==> src/source/dcache_cfg.svh <==
`ifndef DCACHE_CFG_SVH
`define DCACHE_CFG_SVH

// Line geometry
`define DC_LINE_BITS 128
`define DC_SETS 2

// Address split widths
// Index bits must match log2 of the set count
`define DC_INDEX_BITS 1
`define DC_WORD_BITS 2 // log2 of 32-bit words per line

// Whatever is left above index, word and byte offset
`define DC_TAG_BITS (32 - `DC_INDEX_BITS - `DC_WORD_BITS - 2)

// Memory side flow control
`define DC_MEM_CREDITS 2
`define DC_CREDIT_BITS 2 // Wide enough to hold DC_MEM_CREDITS

`endif

==> src/source/dcache_pkg.sv <==
`include "dcache_cfg.svh"

package dcache_pkg;

    // Lookup view of a byte address
    typedef struct packed {
        logic [`DC_TAG_BITS-1:0]   tag;
        logic [`DC_INDEX_BITS-1:0] index;
        logic [`DC_WORD_BITS-1:0]  word;
        logic [1:0]                offset;
    } dc_addr_fields_t;

    typedef union packed {
        logic [31:0]     raw; // Transport view
        dc_addr_fields_t f;
    } dc_addr_u;

    typedef struct packed {
        dc_addr_u    addr;
        logic        we;
        logic [2:0]  funct3;
        logic [31:0] wdata;
    } dc_req_t;

    typedef struct packed {
        logic [31:0] data; // Zero for stores
    } dc_resp_t;

    typedef struct packed {
        logic                     write;
        logic [31:0]              addr;  // Line aligned
        logic [`DC_LINE_BITS-1:0] wdata;
    } mem_req_t;

    typedef struct packed {
        logic [`DC_LINE_BITS-1:0] line;
    } mem_resp_t;

    typedef struct packed {
        logic                    hit;
        logic                    hit_way;
        logic                    victim_way;
        logic                    victim_valid;
        logic                    victim_dirty;
        logic [`DC_TAG_BITS-1:0] victim_tag;
    } lookup_t;

    // RISC-V funct3, loads and stores share codes
    localparam logic [2:0] F3_LB  = 3'b000;
    localparam logic [2:0] F3_LH  = 3'b001;
    localparam logic [2:0] F3_LW  = 3'b010;
    localparam logic [2:0] F3_LBU = 3'b100;
    localparam logic [2:0] F3_LHU = 3'b101;
    localparam logic [2:0] F3_SB  = 3'b000;
    localparam logic [2:0] F3_SH  = 3'b001;
    localparam logic [2:0] F3_SW  = 3'b010;

endpackage

==> src/source/dcache_ctrl.sv <==
`include "dcache_cfg.svh"

module dcache_ctrl
    import dcache_pkg::*;
(
    input  logic                     clk,
    input  logic                     reset,
    input  logic                     req_valid,
    input  dc_req_t                  req,
    output logic                     req_ready,
    output logic                     resp_valid,
    output dc_resp_t                 resp,
    input  lookup_t                  lookup,
    input  logic [`DC_LINE_BITS-1:0] victim_line,
    input  logic [31:0]              load_value,
    input  logic [31:0]              merged_word,
    input  logic                     has_credit,
    output logic                     consume,
    output logic                     mem_req_valid,
    output mem_req_t                 mem_req,
    input  logic                     mem_resp_valid,
    output logic                     word_we,
    output logic                     word_way,
    output logic [31:0]              word_data,
    output logic                     refill_we,
    output logic                     mark_dirty,
    output logic                     touch,
    output logic                     touch_way,
    output logic                     clean_victim,
    output dc_req_t                  held_req
);

    typedef enum logic [1:0] {IDLE, WRITEBACK, REFILL_REQ, REFILL_WAIT} state_t;

    state_t  state;
    logic    replay;  // Refilled request reruns as a hit
    dc_req_t held_q;
    logic    do_access;
    logic    do_hit;

    assign req_ready = (state == IDLE) && !replay;
    assign held_req  = req_ready ? req : held_q; // Live request only while idle
    assign do_access = replay || (req_valid && req_ready);
    assign do_hit    = do_access && lookup.hit;

    // Array strobes, all act on the next edge
    assign word_we      = do_hit && held_req.we;
    assign mark_dirty   = word_we;
    assign word_way     = lookup.hit_way;
    assign word_data    = merged_word;
    assign touch        = do_hit;
    assign touch_way    = lookup.hit_way;
    assign refill_we    = (state == REFILL_WAIT) && mem_resp_valid;
    assign clean_victim = (state == WRITEBACK) && has_credit;

    // One request per credit, never without one
    assign mem_req_valid = ((state == WRITEBACK) || (state == REFILL_REQ)) && has_credit;
    assign consume       = mem_req_valid;

    always_comb begin
        mem_req.write = (state == WRITEBACK);
        mem_req.wdata = victim_line;
        if (state == WRITEBACK) begin
            mem_req.addr = {lookup.victim_tag, held_q.addr.f.index,
                            {(`DC_WORD_BITS + 2){1'b0}}};
        end else begin
            mem_req.addr = {held_q.addr.f.tag, held_q.addr.f.index,
                            {(`DC_WORD_BITS + 2){1'b0}}};
        end
    end

    always_ff @(posedge clk) begin
        if (reset) begin
            state      <= IDLE;
            replay     <= 1'b0;
            resp_valid <= 1'b0;
        end else begin
            resp_valid <= do_hit;
            case (state)
                IDLE: begin
                    if (do_hit) begin
                        replay <= 1'b0;
                    end else if (do_access) begin
                        // Dirty victim goes out before the refill
                        state <= (lookup.victim_valid && lookup.victim_dirty) ?
                                 WRITEBACK : REFILL_REQ;
                    end
                end
                WRITEBACK:   if (has_credit) state <= REFILL_REQ;
                REFILL_REQ:  if (has_credit) state <= REFILL_WAIT;
                REFILL_WAIT: begin
                    if (mem_resp_valid) begin
                        state  <= IDLE;
                        replay <= 1'b1;
                    end
                end
                default: state <= IDLE;
            endcase
        end
    end

    always_ff @(posedge clk) begin
        if (req_valid && req_ready) begin
            held_q <= req;
        end
        if (do_hit) begin
            resp.data <= held_req.we ? 32'd0 : load_value;
        end
    end

endmodule

==> src/source/dcache_store.sv <==
`include "dcache_cfg.svh"

module dcache_store
    import dcache_pkg::*;
(
    input  logic                     clk,
    input  logic                     reset,
    input  dc_addr_u                 addr,
    output lookup_t                  lookup,
    output logic [`DC_LINE_BITS-1:0] hit_line,
    output logic [`DC_LINE_BITS-1:0] victim_line,
    input  logic                     word_we,
    input  logic                     word_way,
    input  logic [31:0]              word_data,
    input  logic                     refill_we,
    input  mem_resp_t                refill_line,
    input  logic                     mark_dirty,
    input  logic                     touch,
    input  logic                     touch_way,
    input  logic                     clean_victim
);

    logic [`DC_LINE_BITS-1:0] line_q  [`DC_SETS][2];
    logic [`DC_TAG_BITS-1:0]  tag_q   [`DC_SETS][2];
    logic [1:0]               valid_q [`DC_SETS];
    logic [1:0]               dirty_q [`DC_SETS];
    logic                     lru_q   [`DC_SETS]; // Least recently used way

    logic [`DC_INDEX_BITS-1:0] idx;
    logic [1:0]                way_match;
    logic                      victim;

    assign idx = addr.f.index;

    always_comb begin
        for (int w = 0; w < 2; w++) begin
            way_match[w] = valid_q[idx][w] && (tag_q[idx][w] == addr.f.tag);
        end
    end

    // Empty way first, then the LRU one
    always_comb begin
        if (!valid_q[idx][0]) begin
            victim = 1'b0;
        end else if (!valid_q[idx][1]) begin
            victim = 1'b1;
        end else begin
            victim = lru_q[idx];
        end
    end

    assign lookup.hit          = |way_match;
    assign lookup.hit_way      = way_match[1];
    assign lookup.victim_way   = victim;
    assign lookup.victim_valid = valid_q[idx][victim];
    assign lookup.victim_dirty = dirty_q[idx][victim];
    assign lookup.victim_tag   = tag_q[idx][victim];

    assign hit_line    = line_q[idx][way_match[1]];
    assign victim_line = line_q[idx][victim];

    always_ff @(posedge clk) begin
        if (reset) begin
            for (int s = 0; s < `DC_SETS; s++) begin
                valid_q[s] <= 2'b00;
                dirty_q[s] <= 2'b00;
                lru_q[s]   <= 1'b0;
            end
        end else begin
            if (refill_we) begin
                valid_q[idx][victim] <= 1'b1;
                dirty_q[idx][victim] <= 1'b0; // Fresh line from memory
            end
            if (clean_victim) begin
                dirty_q[idx][victim] <= 1'b0;
            end
            if (mark_dirty) begin
                dirty_q[idx][word_way] <= 1'b1;
            end
            if (touch) begin
                lru_q[idx] <= ~touch_way; // Other way ages
            end
        end
    end

    always_ff @(posedge clk) begin
        if (refill_we) begin
            line_q[idx][victim] <= refill_line.line;
            tag_q[idx][victim]  <= addr.f.tag;
        end
        if (word_we) begin
            line_q[idx][word_way][{addr.f.word, 5'b0} +: 32] <= word_data;
        end
    end

endmodule

==> src/source/dcache_top.sv <==
`include "dcache_cfg.svh"

module dcache_top
    import dcache_pkg::*;
(
    input  logic      clk,
    input  logic      reset,
    input  logic      req_valid,
    input  dc_req_t   req,
    output logic      req_ready,
    output logic      resp_valid,
    output dc_resp_t  resp,
    output logic      mem_req_valid,
    output mem_req_t  mem_req,
    input  logic      credit_return,
    input  logic      mem_resp_valid,
    input  mem_resp_t mem_resp
);

    lookup_t                  lookup;
    dc_req_t                  held_req;
    logic [`DC_LINE_BITS-1:0] hit_line;
    logic [`DC_LINE_BITS-1:0] victim_line;
    logic [31:0]              load_value;
    logic [31:0]              merged_word;
    logic [31:0]              word_data;
    logic                     has_credit;
    logic                     consume;
    logic                     word_we;
    logic                     word_way;
    logic                     refill_we;
    logic                     mark_dirty;
    logic                     touch;
    logic                     touch_way;
    logic                     clean_victim;

    dcache_ctrl u_ctrl (
        .clk(clk), .reset(reset),
        .req_valid(req_valid), .req(req), .req_ready(req_ready),
        .resp_valid(resp_valid), .resp(resp),
        .lookup(lookup), .victim_line(victim_line),
        .load_value(load_value), .merged_word(merged_word),
        .has_credit(has_credit), .consume(consume),
        .mem_req_valid(mem_req_valid), .mem_req(mem_req),
        .mem_resp_valid(mem_resp_valid),
        .word_we(word_we), .word_way(word_way), .word_data(word_data),
        .refill_we(refill_we), .mark_dirty(mark_dirty),
        .touch(touch), .touch_way(touch_way), .clean_victim(clean_victim),
        .held_req(held_req)
    );

    mem_credit_counter u_credits (
        .clk(clk), .reset(reset),
        .consume(consume), .credit_return(credit_return), .has_credit(has_credit)
    );

    // Store sees the live or held address chosen by the controller
    dcache_store u_store (
        .clk(clk), .reset(reset), .addr(held_req.addr),
        .lookup(lookup), .hit_line(hit_line), .victim_line(victim_line),
        .word_we(word_we), .word_way(word_way), .word_data(word_data),
        .refill_we(refill_we), .refill_line(mem_resp),
        .mark_dirty(mark_dirty), .touch(touch), .touch_way(touch_way),
        .clean_victim(clean_victim)
    );

    load_store_align u_align (
        .line(hit_line), .addr(held_req.addr), .funct3(held_req.funct3),
        .store_data(held_req.wdata),
        .load_value(load_value), .merged_word(merged_word)
    );

endmodule

==> src/source/load_store_align.sv <==
`include "dcache_cfg.svh"

module load_store_align
    import dcache_pkg::*;
(
    input  logic [`DC_LINE_BITS-1:0] line,
    input  dc_addr_u                 addr,
    input  logic [2:0]               funct3,
    input  logic [31:0]              store_data,
    output logic [31:0]              load_value,
    output logic [31:0]              merged_word
);

    logic [31:0] word;
    logic [7:0]  byte_val;
    logic [15:0] half_val;

    assign word     = line[{addr.f.word, 5'b0} +: 32];
    assign byte_val = word[{addr.f.offset, 3'b0} +: 8];
    assign half_val = word[{addr.f.offset[1], 4'b0} +: 16]; // Aligned halfword

    always_comb begin
        case (funct3)
            F3_LB:   load_value = {{24{byte_val[7]}}, byte_val};
            F3_LH:   load_value = {{16{half_val[15]}}, half_val};
            F3_LW:   load_value = word;
            F3_LBU:  load_value = {24'd0, byte_val};
            F3_LHU:  load_value = {16'd0, half_val};
            default: load_value = word;
        endcase
    end

    // Store lanes land on top of the old word
    always_comb begin
        merged_word = word;
        case (funct3)
            F3_SB:   merged_word[{addr.f.offset, 3'b0} +: 8] = store_data[7:0];
            F3_SH:   merged_word[{addr.f.offset[1], 4'b0} +: 16] = store_data[15:0];
            F3_SW:   merged_word = store_data;
            default: merged_word = word;
        endcase
    end

endmodule

==> src/source/mem_credit_counter.sv <==
`include "dcache_cfg.svh"

module mem_credit_counter (
    input  logic clk,
    input  logic reset,
    input  logic consume,
    input  logic credit_return,
    output logic has_credit
);

    localparam logic [`DC_CREDIT_BITS-1:0] MAX_CREDITS = `DC_CREDIT_BITS'(`DC_MEM_CREDITS);

    logic [`DC_CREDIT_BITS-1:0] count;

    // Saturates at both ends
    always_ff @(posedge clk) begin
        if (reset) begin
            count <= MAX_CREDITS;
        end else if (consume && !credit_return) begin
            if (count != '0) begin
                count <= count - 1'b1;
            end
        end else if (credit_return && !consume) begin
            if (count != MAX_CREDITS) begin
                count <= count + 1'b1;
            end
        end
        // Both at once leaves the count alone
    end

    assign has_credit = (count != '0);

endmodule

==> config.mk <==
export PLATFORM = sky130hd
export DESIGN_NAME = dcache_top
export DESIGN_NICKNAME = d
export VERILOG_FILES = /design/src/source/dcache_pkg.sv /design/src/source/dcache_ctrl.sv /design/src/source/dcache_store.sv /design/src/source/dcache_top.sv /design/src/source/load_store_align.sv /design/src/source/mem_credit_counter.sv
export VERILOG_INCLUDE_DIRS = /design/src /design/src/source
export SDC_FILE = /design/constraint.sdc
export NUM_CORES = 1
export LEC_CHECK = 0
export BUFFER_PORTS_ARGS = -buffer_cell sky130_fd_sc_hd__buf_2
export CORE_ASPECT_RATIO = 1.5
export CORE_MARGIN = 2
export CORE_UTILIZATION = 35
export DETAILED_ROUTE_END_ITERATION = 12
export REMOVE_ABC_BUFFERS = 1
export SYNTH_ARGS = -nofsm -noshare
export SYNTH_HDL_FRONTEND = slang
export SYNTH_HIERARCHICAL = 1
export SYNTH_SLANG_ARGS = --single-unit
==> constraint.sdc <==
create_clock -name clk -period 11.8 [get_ports clk]
set_input_delay 0 -clock clk [delete_from_list [all_inputs] [get_ports clk]]
set_output_delay 0 -clock clk [all_outputs]
set_load 0.01 [all_outputs]
# Word-level counts from Yosys, hierarchy flattened
# Memories as Yosys holds them, arrays and structs flattened.
# Index checks and enable logic that the tools add are counted.
[word_totals]
reg_bits = 106
ram_bits = 630
inputBits = 201
out_inout_bits = 196
word_cells = 681
n_memories = 5
[classes]
addsub = 5
n_lt_le_gt_ge = 8
n_eq_ne = 17
shifts = 9
n_mux = 331
bitwise = 263
n_reduce_logical = 34
[mem_list]
columns = ["memory", "words", "width", "read_ports", "rd_ports_with_merged_regs", "write_ports", "line", "text"]
rows = [
  ["u_store.line_q", 2, 256, 1, 0, 1, "dcache_store.sv:23", "logic [`DC_LINE_BITS-1:0] line_q [`DC_SETS][2];"],
  ["u_store.tag_q", 2, 54, 1, 0, 1, "dcache_store.sv:24", "logic [`DC_TAG_BITS-1:0] tag_q [`DC_SETS][2];"],
  ["u_store.dirty_q", 2, 2, 1, 0, 2, "dcache_store.sv:26", "logic [1:0] dirty_q [`DC_SETS];"],
  ["u_store.valid_q", 2, 2, 1, 0, 2, "dcache_store.sv:25", "logic [1:0] valid_q [`DC_SETS];"],
  ["u_store.lru_q", 2, 1, 1, 0, 2, "dcache_store.sv:27", "logic lru_q [`DC_SETS];"],
]
[ops]
columns = ["op", "count"]
rows = [
  ["two-way mux 128 bit", 8],
  ["two-way mux 256 bit", 2],
  ["two-way mux 1 bit", 286],
  ["bitwise OR 1 bit", 260],
  ["demux 128 bit (select 1 bit)", 2],
  ["one-hot mux 32 bit (4 select lines)", 1],
  ["variable shift 32 x 9 -> 128 bit (first input constant)", 1],
  ["variable part select 128 x 8 -> 32 bit", 1],
  ["variable part select 32 x 9 -> 128 bit", 1],
  ["two-way mux 27 bit", 4],
  ["one-hot mux 32 bit (3 select lines)", 1],
  ["two-way mux 68 bit", 1],
  ["bitwise mux 32 bit", 2],
  ["== test 27 bit", 2],
  ["two-way mux 54 bit", 1],
  ["two-way mux 2 bit", 17],
  ["two-way mux 32 bit", 1],
  ["variable shift 16 x 7 -> 32 bit (first input constant)", 1],
  ["variable shift 8 x 7 -> 32 bit (first input constant)", 1],
  ["variable part select 16 x 7 -> 32 bit", 1],
  ["variable part select 32 x 6 -> 16 bit", 1],
  ["variable part select 32 x 6 -> 8 bit", 1],
  ["variable part select 8 x 7 -> 32 bit", 1],
  ["demux 27 bit (select 1 bit)", 1],
  ["30 further kinds", 69],
]

# Depth between registers and ports, before layout
# An unclocked memory read counts as a cell.
[depth]
depth_word = 15
mapped_depth = 27
mapped_depth_nobuf = 18

# By module
# The synthesis kept the hierarchy.
[modules_own_cells]
columns = ["mod", "n_inst", "cells_each", "area_each_um2", "seq_area_each_um2"]
rows = [
  ["dcache_store", 1, 2182, 29834.9, 18878.1],
  ["dcache_ctrl", 1, 593, 6010.8, 3083.0],
  ["load_store_align", 1, 384, 3301.9, 0.0],
  ["mem_credit_counter", 1, 13, 120.1, 40.0],
]

# Worst setup path after synthesis
# OpenSTA, ideal clock, no wires.
[synth_timing]
path_kind = "register to register"
startpoint = "register u_ctrl.state[0]"
endpoint = "memory u_store/line_q[1][128] in the netlist's numbering, enable pin"
setup_time_ns = 0.432
arrival_ns = 6.150
t_required_ns = 11.368
setup_slack_ns = 5.218
stages_incl_launch_ff = 26
n_path_buf = 10
synth_period_minus_slack_ns = 6.582
path_cell_list = "dfxtp_1 inv_1 ha_1 nand2b_1 buf_6 buf_2 buf_2 nand2_1 nand2_1 buf_6 buf_4 buf_2 buf_1 mux2i_1 xor2_1 nand4_1 nor4_1 a41o_1 nand2_1 nor2_1 buf_4 nor2b_1 nand2_1 clkbuf_1 clkbuf_1 a21oi_1"
[synth_lines]
columns = ["element", "line", "text"]
rows = [
  ["from (decl)", "dcache_ctrl.sv:35", "state_t state;"],
  ["from (signal assigned)", "dcache_ctrl.sv:85", "state <= (lookup.victim_valid && lookup.victim_dirty) ?"],
  ["to (decl)", "dcache_store.sv:23", ""],
]

==> flow_summary.json <==
{
  "drc": 0,
  "initial_utilization": 0.353,
  "grt_pass1_wl_mm": 194,
  "required_ns": 12.24,
  "critPathLaunchType": "flop",
  "dpl.hpwl_mm": 98.1,
  "num_io_pins": 397,
  "slew_viol_final": 0,
  "clockBufferDepth": 3,
  "pre_cts_slack_ns": 3.64,
  "clk_pin_slew_ns": 0.06,
  "layout-drive-gt1-share": 0.204,
  "grt_pass1_vias": 26900,
  "netlist_instances": 3170,
  "critPathKind": "reg -> reg",
  "numCtsBuffers": 81,
  "core_area_mm2": 0.111,
  "fin_ws_ns": 3.59,
  "worstPathArrival_ns": 8.66,
  "final_area_mm2": 0.0460,
  "num-fill-cells": 10500,
  "tns_ns": 0,
  "area_growth_pct": 17.3,
  "status": "completed",
  "maxSlewHeadroom": 0.147,
  "placed_cell_area_mm2": 0.0414,
  "clk_latency_ns": 0.67,
  "grt_max_degree": 128,
  "setup_violations": 0,
  "finClkSkew_ns": 0.0508,
  "min_path_type": "in -> reg",
  "highest_layer": "met5",
  "drt_first_iter_violations": 2922,
  "overflow": 0,
  "ant_nets": 0,
  "p_leak_uw": 0.0167,
  "die_h_um": 414,
  "fin_crit_sh": 0.696,
  "ys_warn_count": 6,
  "row_count": 150,
  "drt-met1-wl_mm": 51.4,
  "grtUsageTotal": 0.235,
  "postSynthAreaPerCell_um2": 12.4,
  "wl_mm": 139,
  "dr_wl_met2_mm": 67.3,
  "gp_congestion": 0.967,
  "layout.nets": 3747,
  "antenna_found_initial": 6,
  "numPortBuffers": 392,
  "period_minus_slack_ns": 8.21,
  "peakVddDrop_mv": 0.207,
  "htree_levels": 3,
  "root_buffer": "clkbuf_16",
  "viasPerCell": 5.48,
  "cts_tree": "yes",
  "syn-cell-area_mm2": 0.0393,
  "dr.pass1.iters": 6,
  "p_per_area_mw_per_mm2": 228,
  "cp-end-kind": "flop",
  "wl_per_cell_um": 27.6,
  "hold_viol_final": 0,
  "cap_violations": 0,
  "critPathMaxFanout": 46,
  "grt_setup_unrepaired": "false",
  "dr_wl_met3_mm": 11.3,
  "clkSinkCount": 736,
  "cts_resized": 0,
  "fmax_ghz": 0.122,
  "tightest_slew_ns": 1.28,
  "vias": 27600,
  "die_w_um": 277,
  "die-area_mm2": 0.115
}
metrics by stage:
stage               utilization  std cells  power (uW)  hold slack (ns)
floorplan                     -       2801        6710           0.0624
global placement          0.372       4689        7830            0.194
detailed placement        0.372       4689        7850            0.193
CTS                       0.414       5036       10400           0.0320
global route              0.414       5038       10800           0.0620
finish                    0.414       5045       10500           0.0654
worst paths after layout:
check                           endpoint                  start  slack, ns  depth (start not counted)
setup / recovery  u_store/line_q[0][191]        u_ctrl/state[0]       3.59                         19
setup reg to reg  u_store/line_q[0][191]        u_ctrl/state[0]       3.59                         19
hold / removal         u_ctrl/held_q[52]                req[52]       0.07                          2
hold reg to reg    u_store/valid_q[0][1]  u_store/valid_q[0][1]       0.51                          2
repair_timing:
item | 4_1_cts | 5_1_grt
buffers inserted | 0 | 0
hold endpoints to repair | 707 | 0
hold buffers | 202 | 0
registers in the layout (all words and copies together), names as in the netlist:
name and count:
u_ctrl/held_q 68, u_ctrl/resp_valid 1, u_credits/count 2, u_store/lru_q 2, u_ctrl/resp 32, u_store/line_q 512, u_ctrl/state 2, u_store/valid_q 4
u_ctrl/replay 1, u_store/dirty_q 4, u_store/tag_q 108
metal layers:
metal | GRT usage | vias to the layer above
li1 | - | 12200
met1 | 0.281 | 13700
met2 | 0.396 | 1394
met3 | 0.0420 | 268
met4 | 0.140 | 2
met5 | 0 | -
worst max-delay path, cell delays in order, from the launching register on:
cell and delay (ns):
dfxtp_1 0.34, inv_1 0.13, ha_1 0.28, nand2b_4 0.26, inv_2 0.45, nand2_1 0.17
nand2_4 0.61, buf_4 0.63, mux2i_1 0.30, xnor2_1 0.11, or4_1 0.48, or4b_4 0.50
nor4_4 0.31, buf_4 0.79, mux2i_1 0.59, mux4_2 0.43, a22oi_1 0.09, o221ai_1 0.95
nand2_1 0.21, o21ai_1 0.26
layout make-up:
class                      instances  area (um^2)  share of cell area
clock buffer                     100         2200              0.0479
timing repair buffer             646         4410              0.0958
inverter                          21         86.3             0.00187
multi-input combinational       2044        15100               0.327
antenna                            9         22.5            0.000489
sequential                       736        22000               0.478
tap                             1444         1810              0.0392
clock inverter                    45          443             0.00962
placed cells by master (no fill, tap or decap), types with 7 or more instances in the layout:
| cell type | instances |
|---|---|
| a22o_1 | 8 |
| mux2i_1 | 590 |
| a221o_1 | 14 |
| dlygate4sd3_1 | 202 |
| xor2_1 | 24 |
| clkinv_2 | 9 |
| a31oi_1 | 20 |
| edfxtp_1 | 726 |
| nor4_1 | 12 |
| o21a_1 | 14 |
| nand2_1 | 627 |
| mux4_2 | 70 |
| dfxtp_1 | 10 |
| a21oi_4 | 17 |
| nand3_2 | 12 |
| o221ai_1 | 8 |
| inv_1 | 15 |
| and2_1 | 38 |
| clkbuf_1 | 13 |
| nand2_2 | 7 |
| ha_1 | 16 |
| buf_4 | 49 |
| clkinv_1 | 21 |
| xnor2_1 | 31 |
| nor2b_1 | 18 |
| o21ai_1 | 259 |
| a21o_1 | 7 |
| diode_2 | 9 |
| o21bai_1 | 9 |
| a22oi_1 | 10 |
| clkbuf_16 | 85 |
| nor2_1 | 43 |
| a21oi_1 | 18 |
| buf_2 | 392 |
| nand3_1 | 21 |
| o21ai_0 | 27 |
| mux2_2 | 34 |
where the power goes:
part | internal (uW) | leakage [uW] | total [uW] | switching [uW]
combinational | 1570 | 0.00878 | 4880 | 3310
sequential | 3050 | 0.00666 | 3070 | 25.7
clock | 1450 | 0.00129 | 2530 | 1080
Note: power is estimated with default switching activity, not from simulation.
